<file path="src/hw/cdbPkg.sv">
// Shared widths and encodings for the writeback cluster; the typedef widths must match DATA_W and TAG_W at the top level
package cdbPkg;

  // Widths that carry a meaning
  typedef logic [31:0] dataT;   // Operand, result and address word
  typedef logic [2:0]  robTagT; // Reorder tag, eight entries
  typedef logic [6:0]  ctrlT;   // Branch control word

  // Control word layout
  localparam int CTRL_MISPRED = 0; // Taken differs from prediction
  localparam int CTRL_TAKEN   = 1; // Branch resolved taken
  localparam int CTRL_OP_LSB  = 2; // Branch opcode sits in bits 6..2

  // ALU operations
  typedef enum logic [2:0] {
    ALU_ADD = 3'd0,
    ALU_SUB = 3'd1,
    ALU_AND = 3'd2,
    ALU_OR  = 3'd3,
    ALU_XOR = 3'd4,
    ALU_SLL = 3'd5, // Shift by low bits of srcB
    ALU_SLT = 3'd6  // Signed compare, result is 0 or 1
  } aluOpT;

  // Branch operations, sized to fill the opcode field of the control word
  typedef enum logic [4:0] {
    BR_BEQ = 5'd0,
    BR_BNE = 5'd1,
    BR_BLT = 5'd2, // Signed
    BR_BGE = 5'd3  // Signed
  } brOpT;

  // Bus grant
  typedef enum logic [1:0] {
    GNT_NONE = 2'd0,
    GNT_ALU  = 2'd1,
    GNT_BR   = 2'd2
  } grantT;

endpackage

</file>
<file path="src/hw/aluUnit.sv">
// Issue only while available is high; the result waits in one holding register until the bus takes it
`timescale 1ns/100ps

module aluUnit import cdbPkg::*; #(
  parameter int DATA_W = 32,
  parameter int TAG_W  = 3
) (
  input  logic   clk,
  input  logic   rstN,
  input  logic   issue,
  input  aluOpT  op,
  input  dataT   srcA,
  input  dataT   srcB,
  input  robTagT tag,
  input  logic   available,
  output logic   req,
  output dataT   result,
  output robTagT resTag
);

  localparam int SHAMT_W = $clog2(DATA_W);

  logic [DATA_W-1:0] aluOut;
  logic [DATA_W-1:0] resultQ; // Holding register
  logic [TAG_W-1:0]  tagQ;

  // Single-cycle datapath
  always_comb begin
    case (op)
      ALU_ADD: aluOut = srcA + srcB;
      ALU_SUB: aluOut = srcA - srcB;
      ALU_AND: aluOut = srcA & srcB;
      ALU_OR:  aluOut = srcA | srcB;
      ALU_XOR: aluOut = srcA ^ srcB;
      ALU_SLL: aluOut = srcA << srcB[SHAMT_W-1:0];
      ALU_SLT: aluOut = DATA_W'($signed(srcA) < $signed(srcB));
      default: aluOut = '0;
    endcase
  end

  // Request stays up until granted, a new issue refills it
  always_ff @(posedge clk or negedge rstN) begin
    if (!rstN) begin
      req <= 1'b0;
    end else if (issue) begin
      req <= 1'b1;
    end else if (req && available) begin
      req <= 1'b0; // Granted this cycle
    end
  end

  always_ff @(posedge clk) begin
    if (issue) begin
      resultQ <= aluOut;
      tagQ    <= tag;
    end
  end

  assign result = resultQ;
  assign resTag = tagQ;

endmodule

</file>
<file path="src/hw/branchUnit.sv">
// Resolves one branch at a time; no flush or redirect here, the outcome only travels on the bus
`timescale 1ns/100ps

module branchUnit import cdbPkg::*; #(
  parameter int DATA_W = 32,
  parameter int TAG_W  = 3
) (
  input  logic   clk,
  input  logic   rstN,
  input  logic   issue,
  input  brOpT   op,
  input  dataT   srcA,
  input  dataT   srcB,
  input  dataT   pc,
  input  dataT   offset,
  input  logic   predTaken,
  input  robTagT tag,
  input  logic   available,
  output logic   req,
  output dataT   result,
  output robTagT resTag,
  output ctrlT   ctrl,
  output dataT   target
);

  logic              taken;
  logic [DATA_W-1:0] linkPc;   // pc + 4
  logic [DATA_W-1:0] nextPc;
  ctrlT              ctrlNext;
  logic [DATA_W-1:0] linkQ;
  logic [DATA_W-1:0] targetQ;
  logic [TAG_W-1:0]  tagQ;

  // Compare
  always_comb begin
    case (op)
      BR_BEQ:  taken = (srcA == srcB);
      BR_BNE:  taken = (srcA != srcB);
      BR_BLT:  taken = ($signed(srcA) <  $signed(srcB));
      BR_BGE:  taken = ($signed(srcA) >= $signed(srcB));
      default: taken = 1'b0;
    endcase
  end

  assign linkPc = pc + DATA_W'(4);
  assign nextPc = taken ? (pc + offset) : linkPc;

  // Control word packing
  always_comb begin
    ctrlNext = '0;
    ctrlNext[CTRL_OP_LSB +: $bits(brOpT)] = op;
    ctrlNext[CTRL_TAKEN]   = taken;
    ctrlNext[CTRL_MISPRED] = taken ^ predTaken; // Wrong guess
  end

  always_ff @(posedge clk or negedge rstN) begin
    if (!rstN) begin
      req <= 1'b0;
    end else if (issue) begin
      req <= 1'b1;
    end else if (req && available) begin
      req <= 1'b0;
    end
  end

  // Held until granted
  always_ff @(posedge clk) begin
    if (issue) begin
      linkQ   <= linkPc;
      targetQ <= nextPc;
      tagQ    <= tag;
      ctrl    <= ctrlNext;
    end
  end

  assign result = linkQ;
  assign target = targetQ;
  assign resTag = tagQ;

endmodule

</file>
<file path="src/hw/cdbArbiter.sv">
// Two requesters only; a unit may keep requesting only while available is low, and cdbTarget holds its last branch value
`timescale 1ns/100ps

module cdbArbiter import cdbPkg::*; #(
  parameter int DATA_W = 32,
  parameter int TAG_W  = 3
) (
  input  logic   clk,
  input  logic   rstN,
  input  logic   aluReq,
  input  dataT   aluResult,
  input  robTagT aluTag,
  input  logic   brReq,
  input  dataT   brResult,
  input  robTagT brTag,
  input  ctrlT   brCtrl,
  input  dataT   brTarget,
  output logic   aluAvailable,
  output logic   brAvailable,
  output logic   cdbValid,
  output dataT   cdbResult,
  output robTagT cdbTag,
  output logic   cdbIsControl,
  output ctrlT   cdbCtrl,
  output dataT   cdbTarget
);

  grantT grant;
  logic  favorBr;               // Priority pointer, 0 favors the ALU
  logic  [DATA_W-1:0] selResult; // Winner's result
  logic  [TAG_W-1:0]  selTag;    // Winner's tag

  // Pick one requester; the pointer only matters on a conflict
  always_comb begin
    grant = GNT_NONE;
    if (aluReq && (!brReq || !favorBr)) begin
      grant = GNT_ALU;
    end else if (brReq) begin
      grant = GNT_BR;
    end
  end

  // Result and tag mux
  always_comb begin
    selResult = '0;
    selTag    = '0;
    case (grant)
      GNT_ALU: begin
        selResult = aluResult;
        selTag    = aluTag;
      end
      GNT_BR: begin
        selResult = brResult;
        selTag    = brTag;
      end
      default: ;
    endcase
  end

  // Unit may take new work when idle or when its result leaves this cycle
  assign aluAvailable = (grant == GNT_ALU) || !aluReq;
  assign brAvailable  = (grant == GNT_BR)  || !brReq;

  // Registered broadcast
  always_ff @(posedge clk or negedge rstN) begin
    if (!rstN) begin
      favorBr      <= 1'b0;
      cdbValid     <= 1'b0;
      cdbResult    <= '0;
      cdbTag       <= '0;
      cdbIsControl <= 1'b0;
      cdbCtrl      <= '0;
      cdbTarget    <= '0;
    end else begin
      cdbValid <= (grant != GNT_NONE); // One cycle per grant
      if (grant != GNT_NONE) begin
        cdbResult    <= selResult;
        cdbTag       <= selTag;
        cdbIsControl <= (grant == GNT_BR);
        cdbCtrl      <= (grant == GNT_BR) ? brCtrl : '0; // ALU carries no control word
        favorBr      <= (grant == GNT_ALU); // Turn goes to the loser
      end
      if (grant == GNT_BR) begin
        cdbTarget <= brTarget; // Kept otherwise
      end
    end
  end

endmodule

</file>
<file path="src/hw/execCluster.sv">
// Issuer must obey aluAvailable and brAvailable and allocate tags in program order; no flush path
`timescale 1ns/100ps

module execCluster import cdbPkg::*; #(
  parameter int DATA_W = 32,
  parameter int TAG_W  = 3
) (
  input  logic   clk,
  input  logic   rstN,
  // ALU issue
  input  logic   aluIssue,
  input  aluOpT  aluOp,
  input  dataT   aluSrcA,
  input  dataT   aluSrcB,
  input  robTagT aluTag,
  // Branch issue
  input  logic   brIssue,
  input  brOpT   brOp,
  input  dataT   brSrcA,
  input  dataT   brSrcB,
  input  dataT   brPc,
  input  dataT   brOffset,
  input  logic   brPredTaken,
  input  robTagT brTag,
  // Tag allocation
  input  logic   allocReq,
  output robTagT allocTag,
  output logic   full,
  output logic   aluAvailable,
  output logic   brAvailable,
  // Common data bus
  output logic   cdbValid,
  output dataT   cdbResult,
  output robTagT cdbTag,
  output logic   cdbIsControl,
  output ctrlT   cdbCtrl,
  output dataT   cdbTarget,
  // Retirement
  output logic   retireValid,
  output robTagT retireTag,
  output dataT   retireResult,
  output logic   retireIsControl,
  output ctrlT   retireCtrl,
  output dataT   retireTarget
);

  logic   aluReq, brReq;
  dataT   aluResult, brResult, brTarget;
  robTagT aluResTag, brResTag;
  ctrlT   brCtrl;

  aluUnit #(.DATA_W(DATA_W), .TAG_W(TAG_W)) i_aluUnit (
    .clk(clk), .rstN(rstN), .issue(aluIssue), .op(aluOp), .srcA(aluSrcA), .srcB(aluSrcB),
    .tag(aluTag), .available(aluAvailable), .req(aluReq), .result(aluResult),
    .resTag(aluResTag)
  );

  branchUnit #(.DATA_W(DATA_W), .TAG_W(TAG_W)) i_branchUnit (
    .clk(clk), .rstN(rstN), .issue(brIssue), .op(brOp), .srcA(brSrcA), .srcB(brSrcB),
    .pc(brPc), .offset(brOffset), .predTaken(brPredTaken), .tag(brTag),
    .available(brAvailable), .req(brReq), .result(brResult), .resTag(brResTag),
    .ctrl(brCtrl), .target(brTarget)
  );

  cdbArbiter #(.DATA_W(DATA_W), .TAG_W(TAG_W)) i_cdbArbiter (
    .clk(clk), .rstN(rstN), .aluReq(aluReq), .aluResult(aluResult), .aluTag(aluResTag),
    .brReq(brReq), .brResult(brResult), .brTag(brResTag), .brCtrl(brCtrl),
    .brTarget(brTarget), .aluAvailable(aluAvailable), .brAvailable(brAvailable),
    .cdbValid(cdbValid), .cdbResult(cdbResult), .cdbTag(cdbTag),
    .cdbIsControl(cdbIsControl), .cdbCtrl(cdbCtrl), .cdbTarget(cdbTarget)
  );

  robTracker #(.DATA_W(DATA_W), .TAG_W(TAG_W)) i_robTracker (
    .clk(clk), .rstN(rstN), .allocReq(allocReq), .cdbValid(cdbValid),
    .cdbResult(cdbResult), .cdbTag(cdbTag), .cdbIsControl(cdbIsControl),
    .cdbCtrl(cdbCtrl), .cdbTarget(cdbTarget), .allocTag(allocTag), .full(full),
    .retireValid(retireValid), .retireTag(retireTag), .retireResult(retireResult),
    .retireIsControl(retireIsControl), .retireCtrl(retireCtrl),
    .retireTarget(retireTarget)
  );

endmodule

</file>
<file path="src/hw/robTracker.sv">
// Depth is 2**TAG_W; allocReq while full and broadcasts to unallocated tags are not guarded
`timescale 1ns/100ps

module robTracker import cdbPkg::*; #(
  parameter int DATA_W = 32,
  parameter int TAG_W  = 3
) (
  input  logic   clk,
  input  logic   rstN,
  input  logic   allocReq,
  input  logic   cdbValid,
  input  dataT   cdbResult,
  input  robTagT cdbTag,
  input  logic   cdbIsControl,
  input  ctrlT   cdbCtrl,
  input  dataT   cdbTarget,
  output robTagT allocTag,
  output logic   full,
  output logic   retireValid,
  output robTagT retireTag,
  output dataT   retireResult,
  output logic   retireIsControl,
  output ctrlT   retireCtrl,
  output dataT   retireTarget
);

  localparam int DEPTH = 1 << TAG_W;

  logic [TAG_W-1:0]  head, tail;
  logic [TAG_W:0]    count;        // One extra bit for full
  logic [DEPTH-1:0]  doneQ;
  logic [DATA_W-1:0] resultMem [DEPTH];
  logic [DATA_W-1:0] targetMem [DEPTH];
  ctrlT              ctrlMem   [DEPTH];
  logic              isCtrlMem [DEPTH];
  logic              bypass;       // Bus writes the head this cycle
  logic              retireNow;
  logic              allocNow;

  assign allocTag  = tail;
  assign full      = (count == (TAG_W+1)'(DEPTH));
  assign allocNow  = allocReq && !full;
  assign bypass    = cdbValid && (cdbTag == head) && (count != '0);
  assign retireNow = (count != '0) && (doneQ[head] || bypass);

  always_ff @(posedge clk or negedge rstN) begin
    if (!rstN) begin
      head        <= '0;
      tail        <= '0;
      count       <= '0;
      doneQ       <= '0;
      retireValid <= 1'b0;
    end else begin
      retireValid <= retireNow;
      if (allocNow) tail <= tail + 1'b1;
      if (retireNow) head <= head + 1'b1;
      count <= count + (TAG_W+1)'(allocNow) - (TAG_W+1)'(retireNow);
      if (cdbValid) doneQ[cdbTag] <= 1'b1;
      if (retireNow) doneQ[head] <= 1'b0; // Wins over a same-cycle bus write
    end
  end

  // Payload capture, out of order
  always_ff @(posedge clk) begin
    if (cdbValid) begin
      resultMem[cdbTag] <= cdbResult;
      targetMem[cdbTag] <= cdbTarget;
      ctrlMem[cdbTag]   <= cdbCtrl;
      isCtrlMem[cdbTag] <= cdbIsControl;
    end
  end

  // Retire payload, straight from the bus when it targets the head
  always_ff @(posedge clk) begin
    if (retireNow) begin
      retireTag       <= head;
      retireResult    <= bypass ? cdbResult    : resultMem[head];
      retireTarget    <= bypass ? cdbTarget    : targetMem[head];
      retireCtrl      <= bypass ? cdbCtrl      : ctrlMem[head];
      retireIsControl <= bypass ? cdbIsControl : isCtrlMem[head];
    end
  end

endmodule

</file>
<file path="config.mk">
export PLATFORM = sky130hd
export DESIGN_NAME = execCluster
export DESIGN_NICKNAME = d
export VERILOG_FILES = /design/src/hw/cdbPkg.sv /design/src/hw/aluUnit.sv /design/src/hw/branchUnit.sv /design/src/hw/cdbArbiter.sv /design/src/hw/execCluster.sv /design/src/hw/robTracker.sv
export SDC_FILE = /design/constraint.sdc
export NUM_CORES = 1
export LEC_CHECK = 0
export BUFFER_PORTS_ARGS = -buffer_cell sky130_fd_sc_hd__buf_2
export CORE_UTILIZATION = 54
export DETAILED_ROUTE_END_ITERATION = 10
export PLACE_DENSITY = 0.72
export SLEW_MARGIN = 10
export SYNTH_ARGS = -nofsm -noshare
export SYNTH_HDL_FRONTEND = slang
export SYNTH_SLANG_ARGS = --single-unit
</file>
<file path="constraint.sdc">
create_clock -name clk -period 6.6 [get_ports clk]
set_input_delay 1.32 -clock clk [delete_from_list [all_inputs] [get_ports clk]]
set_output_delay 1.32 -clock clk [all_outputs]
set_load 0.005 [all_outputs]
</file>
==> impl_metrics.toml <==
[status]
status = "completed"

[synthesis]
ys.warnings.count = 0
yosysTopAreaCell = "edfxtp_1"
synth.distinct_cells = 88
synth_most_common_cell = "edfxtp_1"
syn-num-nets = 3517
synth_top_area_share = 0.5423
ys_ff_latch = 858
synth_flop_cell = "edfxtp_1"
synth_area_leaders = "edfxtp_1 54%, mux4_2 8.6%, dfrtp_1 5.8%"
netlist_instances = 3131
ys_async_sr_fraction = 0.1142
synth_enable_flop_cells = 760
synthTopCellsByCount = "760 x edfxtp_1, 287 x a21oi_1, 238 x nor2_1"
syn_area_um2 = 42090
syn_area_per_cell_um2 = 13.44
ys_seq_area_frac = 0.6005

[die]
core_um2 = 77340
start_util = 0.5442
std_cell_rows = 102
die_area_um2 = 79060
io_pins = 370
die_w_um = 281.2
die_h_um = 281.2

[timing]
maxSlewHeadroom = 0.2630
finalSetupViolCount = 0
hold_viol = 0
finalCritPeriodShare = 0.7022
final_max_slew_viol_count = 0
tightest_slew_ps = 1106
rsz0062_at_grt = "false"
clock.fmax_mhz = 215.8
final.setup.tns_ps = 0
finClkSkew_ps = 44.97
min_period_ps = 4635
setup_slack_ps = 1965

[power]
leakagePower_nw = 18.67
power_mw = 20.33
p_per_area_nw_per_um2 = 424.2
vdd_drop_max_v = 0.0004871

[clock_network]
postCtsHoldBufs = 0
clkLatencyLatePin_ps = 650
cts_sinks = 858
cts_tree = "done"
cts_buffers = 86
cts.path.max_buffers = 3
cts_resized = 0
htreeDepth = 3
cts_setup_buffers = 0
clock_tree.root_cell = "clkbuf_16"
clkTransAtPathRegs_ps = 60

[detailed_routing]
drtAntennaViolNets = 0
via_per_inst = 6.133
dr_total_vias = 28149
drt_first_pass_iters = 7
drt_drc_violations_left = 0
wl_met2_um = 54650
top_layer = "met5"
wl_per_cell_um = 25.71
drt-total-wl_um = 118000
wl_met3_um = 11580
first_iter_violations = 2995
wl_met1_um = 48250

[global_routing]
grt_pass1_wl_um = 172600
grt_pass1_vias = 26943
grt_overflow = 0
grt_antenna_before_repair = 14
grtUsageTotal = 0.2975
grt_max_degree = 145

[run]
maxCapViolCount = 0

[worst_hold_path]
hold_path_class = "reg -> reg"

[layout]
drive_gt1_frac = 0.2147
syn_to_final_growth_pct = 13.89
fin_nets = 3856
multi_input_area_um2 = 15640
final-seq-area_um2 = 25290
layout.filler_cells = 5930

[place]
port_buffers = 369
hpwl_um = 80750
dp_slack_ps = 1452
gp_congestion = 0.9616

[critical_path]
crit_required_ps = 6950
cp.arrival_ps = 4980
cp_max_fo = 31
crit_type = "in -> reg"
critPathLaunchType = "input pin"
end_kind = "register"
## cell type report
class / count / share of cell area
timing repair buffer: 414 / 0.04620
clock inverter: 51 / 0.01075
sequential: 858 / 0.5276
multi-input combinational: 1951 / 0.3262
inverter: 159 / 0.01245
antenna: 6 / 0.0003132
clock buffer: 111 / 0.04936
tap: 1040 / 0.02715
## worst paths after layout
check	slack, ps	depth (start not counted)	from	to
max in group asynchronous	4600	2	rstN	i_robTracker.head[1]$_DFFE_PN0P_
min in group asynchronous	700	1	rstN	i_robTracker.retireValid$_DFF_PN0_
max	1970	12	aluSrcB[3]	i_aluUnit.result[31]$_DFFE_PP_
min	430	2	i_branchUnit.target[14]$_DFFE_PP_	i_cdbArbiter.cdbTarget[14]$_DFFE_PN0P_
min reg2reg	430	2	i_branchUnit.target[14]$_DFFE_PP_	i_cdbArbiter.cdbTarget[14]$_DFFE_PN0P_
max reg2reg	3000	5	i_robTracker.head[1]$_DFFE_PN0P_	i_robTracker.retireTarget[25]$_DFFE_PP_
## per-stage QoR
| stage | cell area, µm² | hold slack [ps] | util | cells |
|---|---|---|---|---|
| floorplan | 42090 | 414.6 | - | 3131 |
| global placement | 45040 | 419.6 | 0.5823 | 4422 |
| detailed placement | 45040 | 422.9 | 0.5823 | 4422 |
| CTS | 47920 | 423.8 | 0.6196 | 4584 |
| global route | 47930 | 464.6 | 0.6197 | 4589 |
| finish | 47930 | 434.7 | 0.6198 | 4590 |
## routing by layer
layer	vias up	GRT usage
met4	10	0.09444
met3	210	0.07573
met2	1380	0.4582
met1	13965	0.4151
li1	12584	-
met5	-	0
## where the power goes
| group | total (mW) | internal [mW] | switching [mW] |
|---|---|---|---|
| Sequential | 9.41 | 8.25 | 1.16 |
| Clock | 4.89 | 2.80 | 2.09 |
| Combinational | 6.03 | 2.49 | 3.54 |
| Total | 20.3 | 13.5 | 6.79 |
## critical path: stages
cell and delay [ps]:
buf_2 430, inv_1 480, ha_1 490, inv_1 100
o31ai_1 490, a31o_2 320, a311o_1 200, nand2_1 140
o41ai_1 520, a21oi_1 200, or4b_1 200, nand3_1 70
## flip-flops by register name, summed over array words and instances (netlist names), 4 cells and up
register                   flops
i_aluUnit.result              32
i_branchUnit.ctrl              7
i_branchUnit.result           32
i_branchUnit.target           32
i_cdbArbiter.cdbCtrl           7
i_cdbArbiter.cdbResult        32
i_cdbArbiter.cdbTarget        32
i_robTracker.count             4
i_robTracker.ctrlMem          56
i_robTracker.doneQ             8
i_robTracker.isCtrlMem         8
i_robTracker.resultMem       256
i_robTracker.retireCtrl        7
i_robTracker.retireResult     32
i_robTracker.retireTarget     32
i_robTracker.targetMem       256
## cells by family (layout without fill, tap and decap cells)
| kind of cell | Yosys count | count (layout) | share of synthesized area |
|---|---|---|---|
| AO/OA/AOI/OAI | 697 | 697 | 0.1044 |
| XOR/XNOR | 74 | 74 | 0.01540 |
| adder cells (fa/ha/maj) | 174 | 174 | 0.05244 |
| buffers and inverters | 322 | 735 | 0.02970 |
| flip-flops | 858 | 858 | 0.6005 |
| multiplexers | 308 | 308 | 0.1222 |
| other | 0 | 6 | 0 |
| AND/OR/NAND/NOR | 698 | 698 | 0.07536 |
## cells in the final DEF (no fill, tap or decap), types with 9 or more instances in the layout
master / n
a211oi_1: 25
a21o_1: 54
a21oi_1: 287
a221oi_1: 13
a222oi_1: 11
a31oi_1: 23
and2_1: 11
and3_1: 21
buf_2: 367
buf_4: 45
clkbuf_1: 13
clkbuf_16: 86
clkbuf_8: 12
clkinv_1: 11
clkinv_2: 19
dfrtp_1: 94
edfxtp_1: 760
ha_1: 170
inv_1: 157
mux2_1: 28
mux2_2: 9
mux2i_1: 110
mux4_2: 161
nand2_1: 235
nand2b_1: 50
nand3_1: 26
nand4_1: 20
nor2_1: 232
nor2b_1: 26
nor3_1: 26
o211ai_1: 11
o21ai_0: 118
o21ai_1: 11
o21bai_1: 18
o22ai_1: 11
o31ai_1: 9
or3_1: 10
xnor2_1: 48
xor2_1: 26
(Power assumes the default switching activity.)
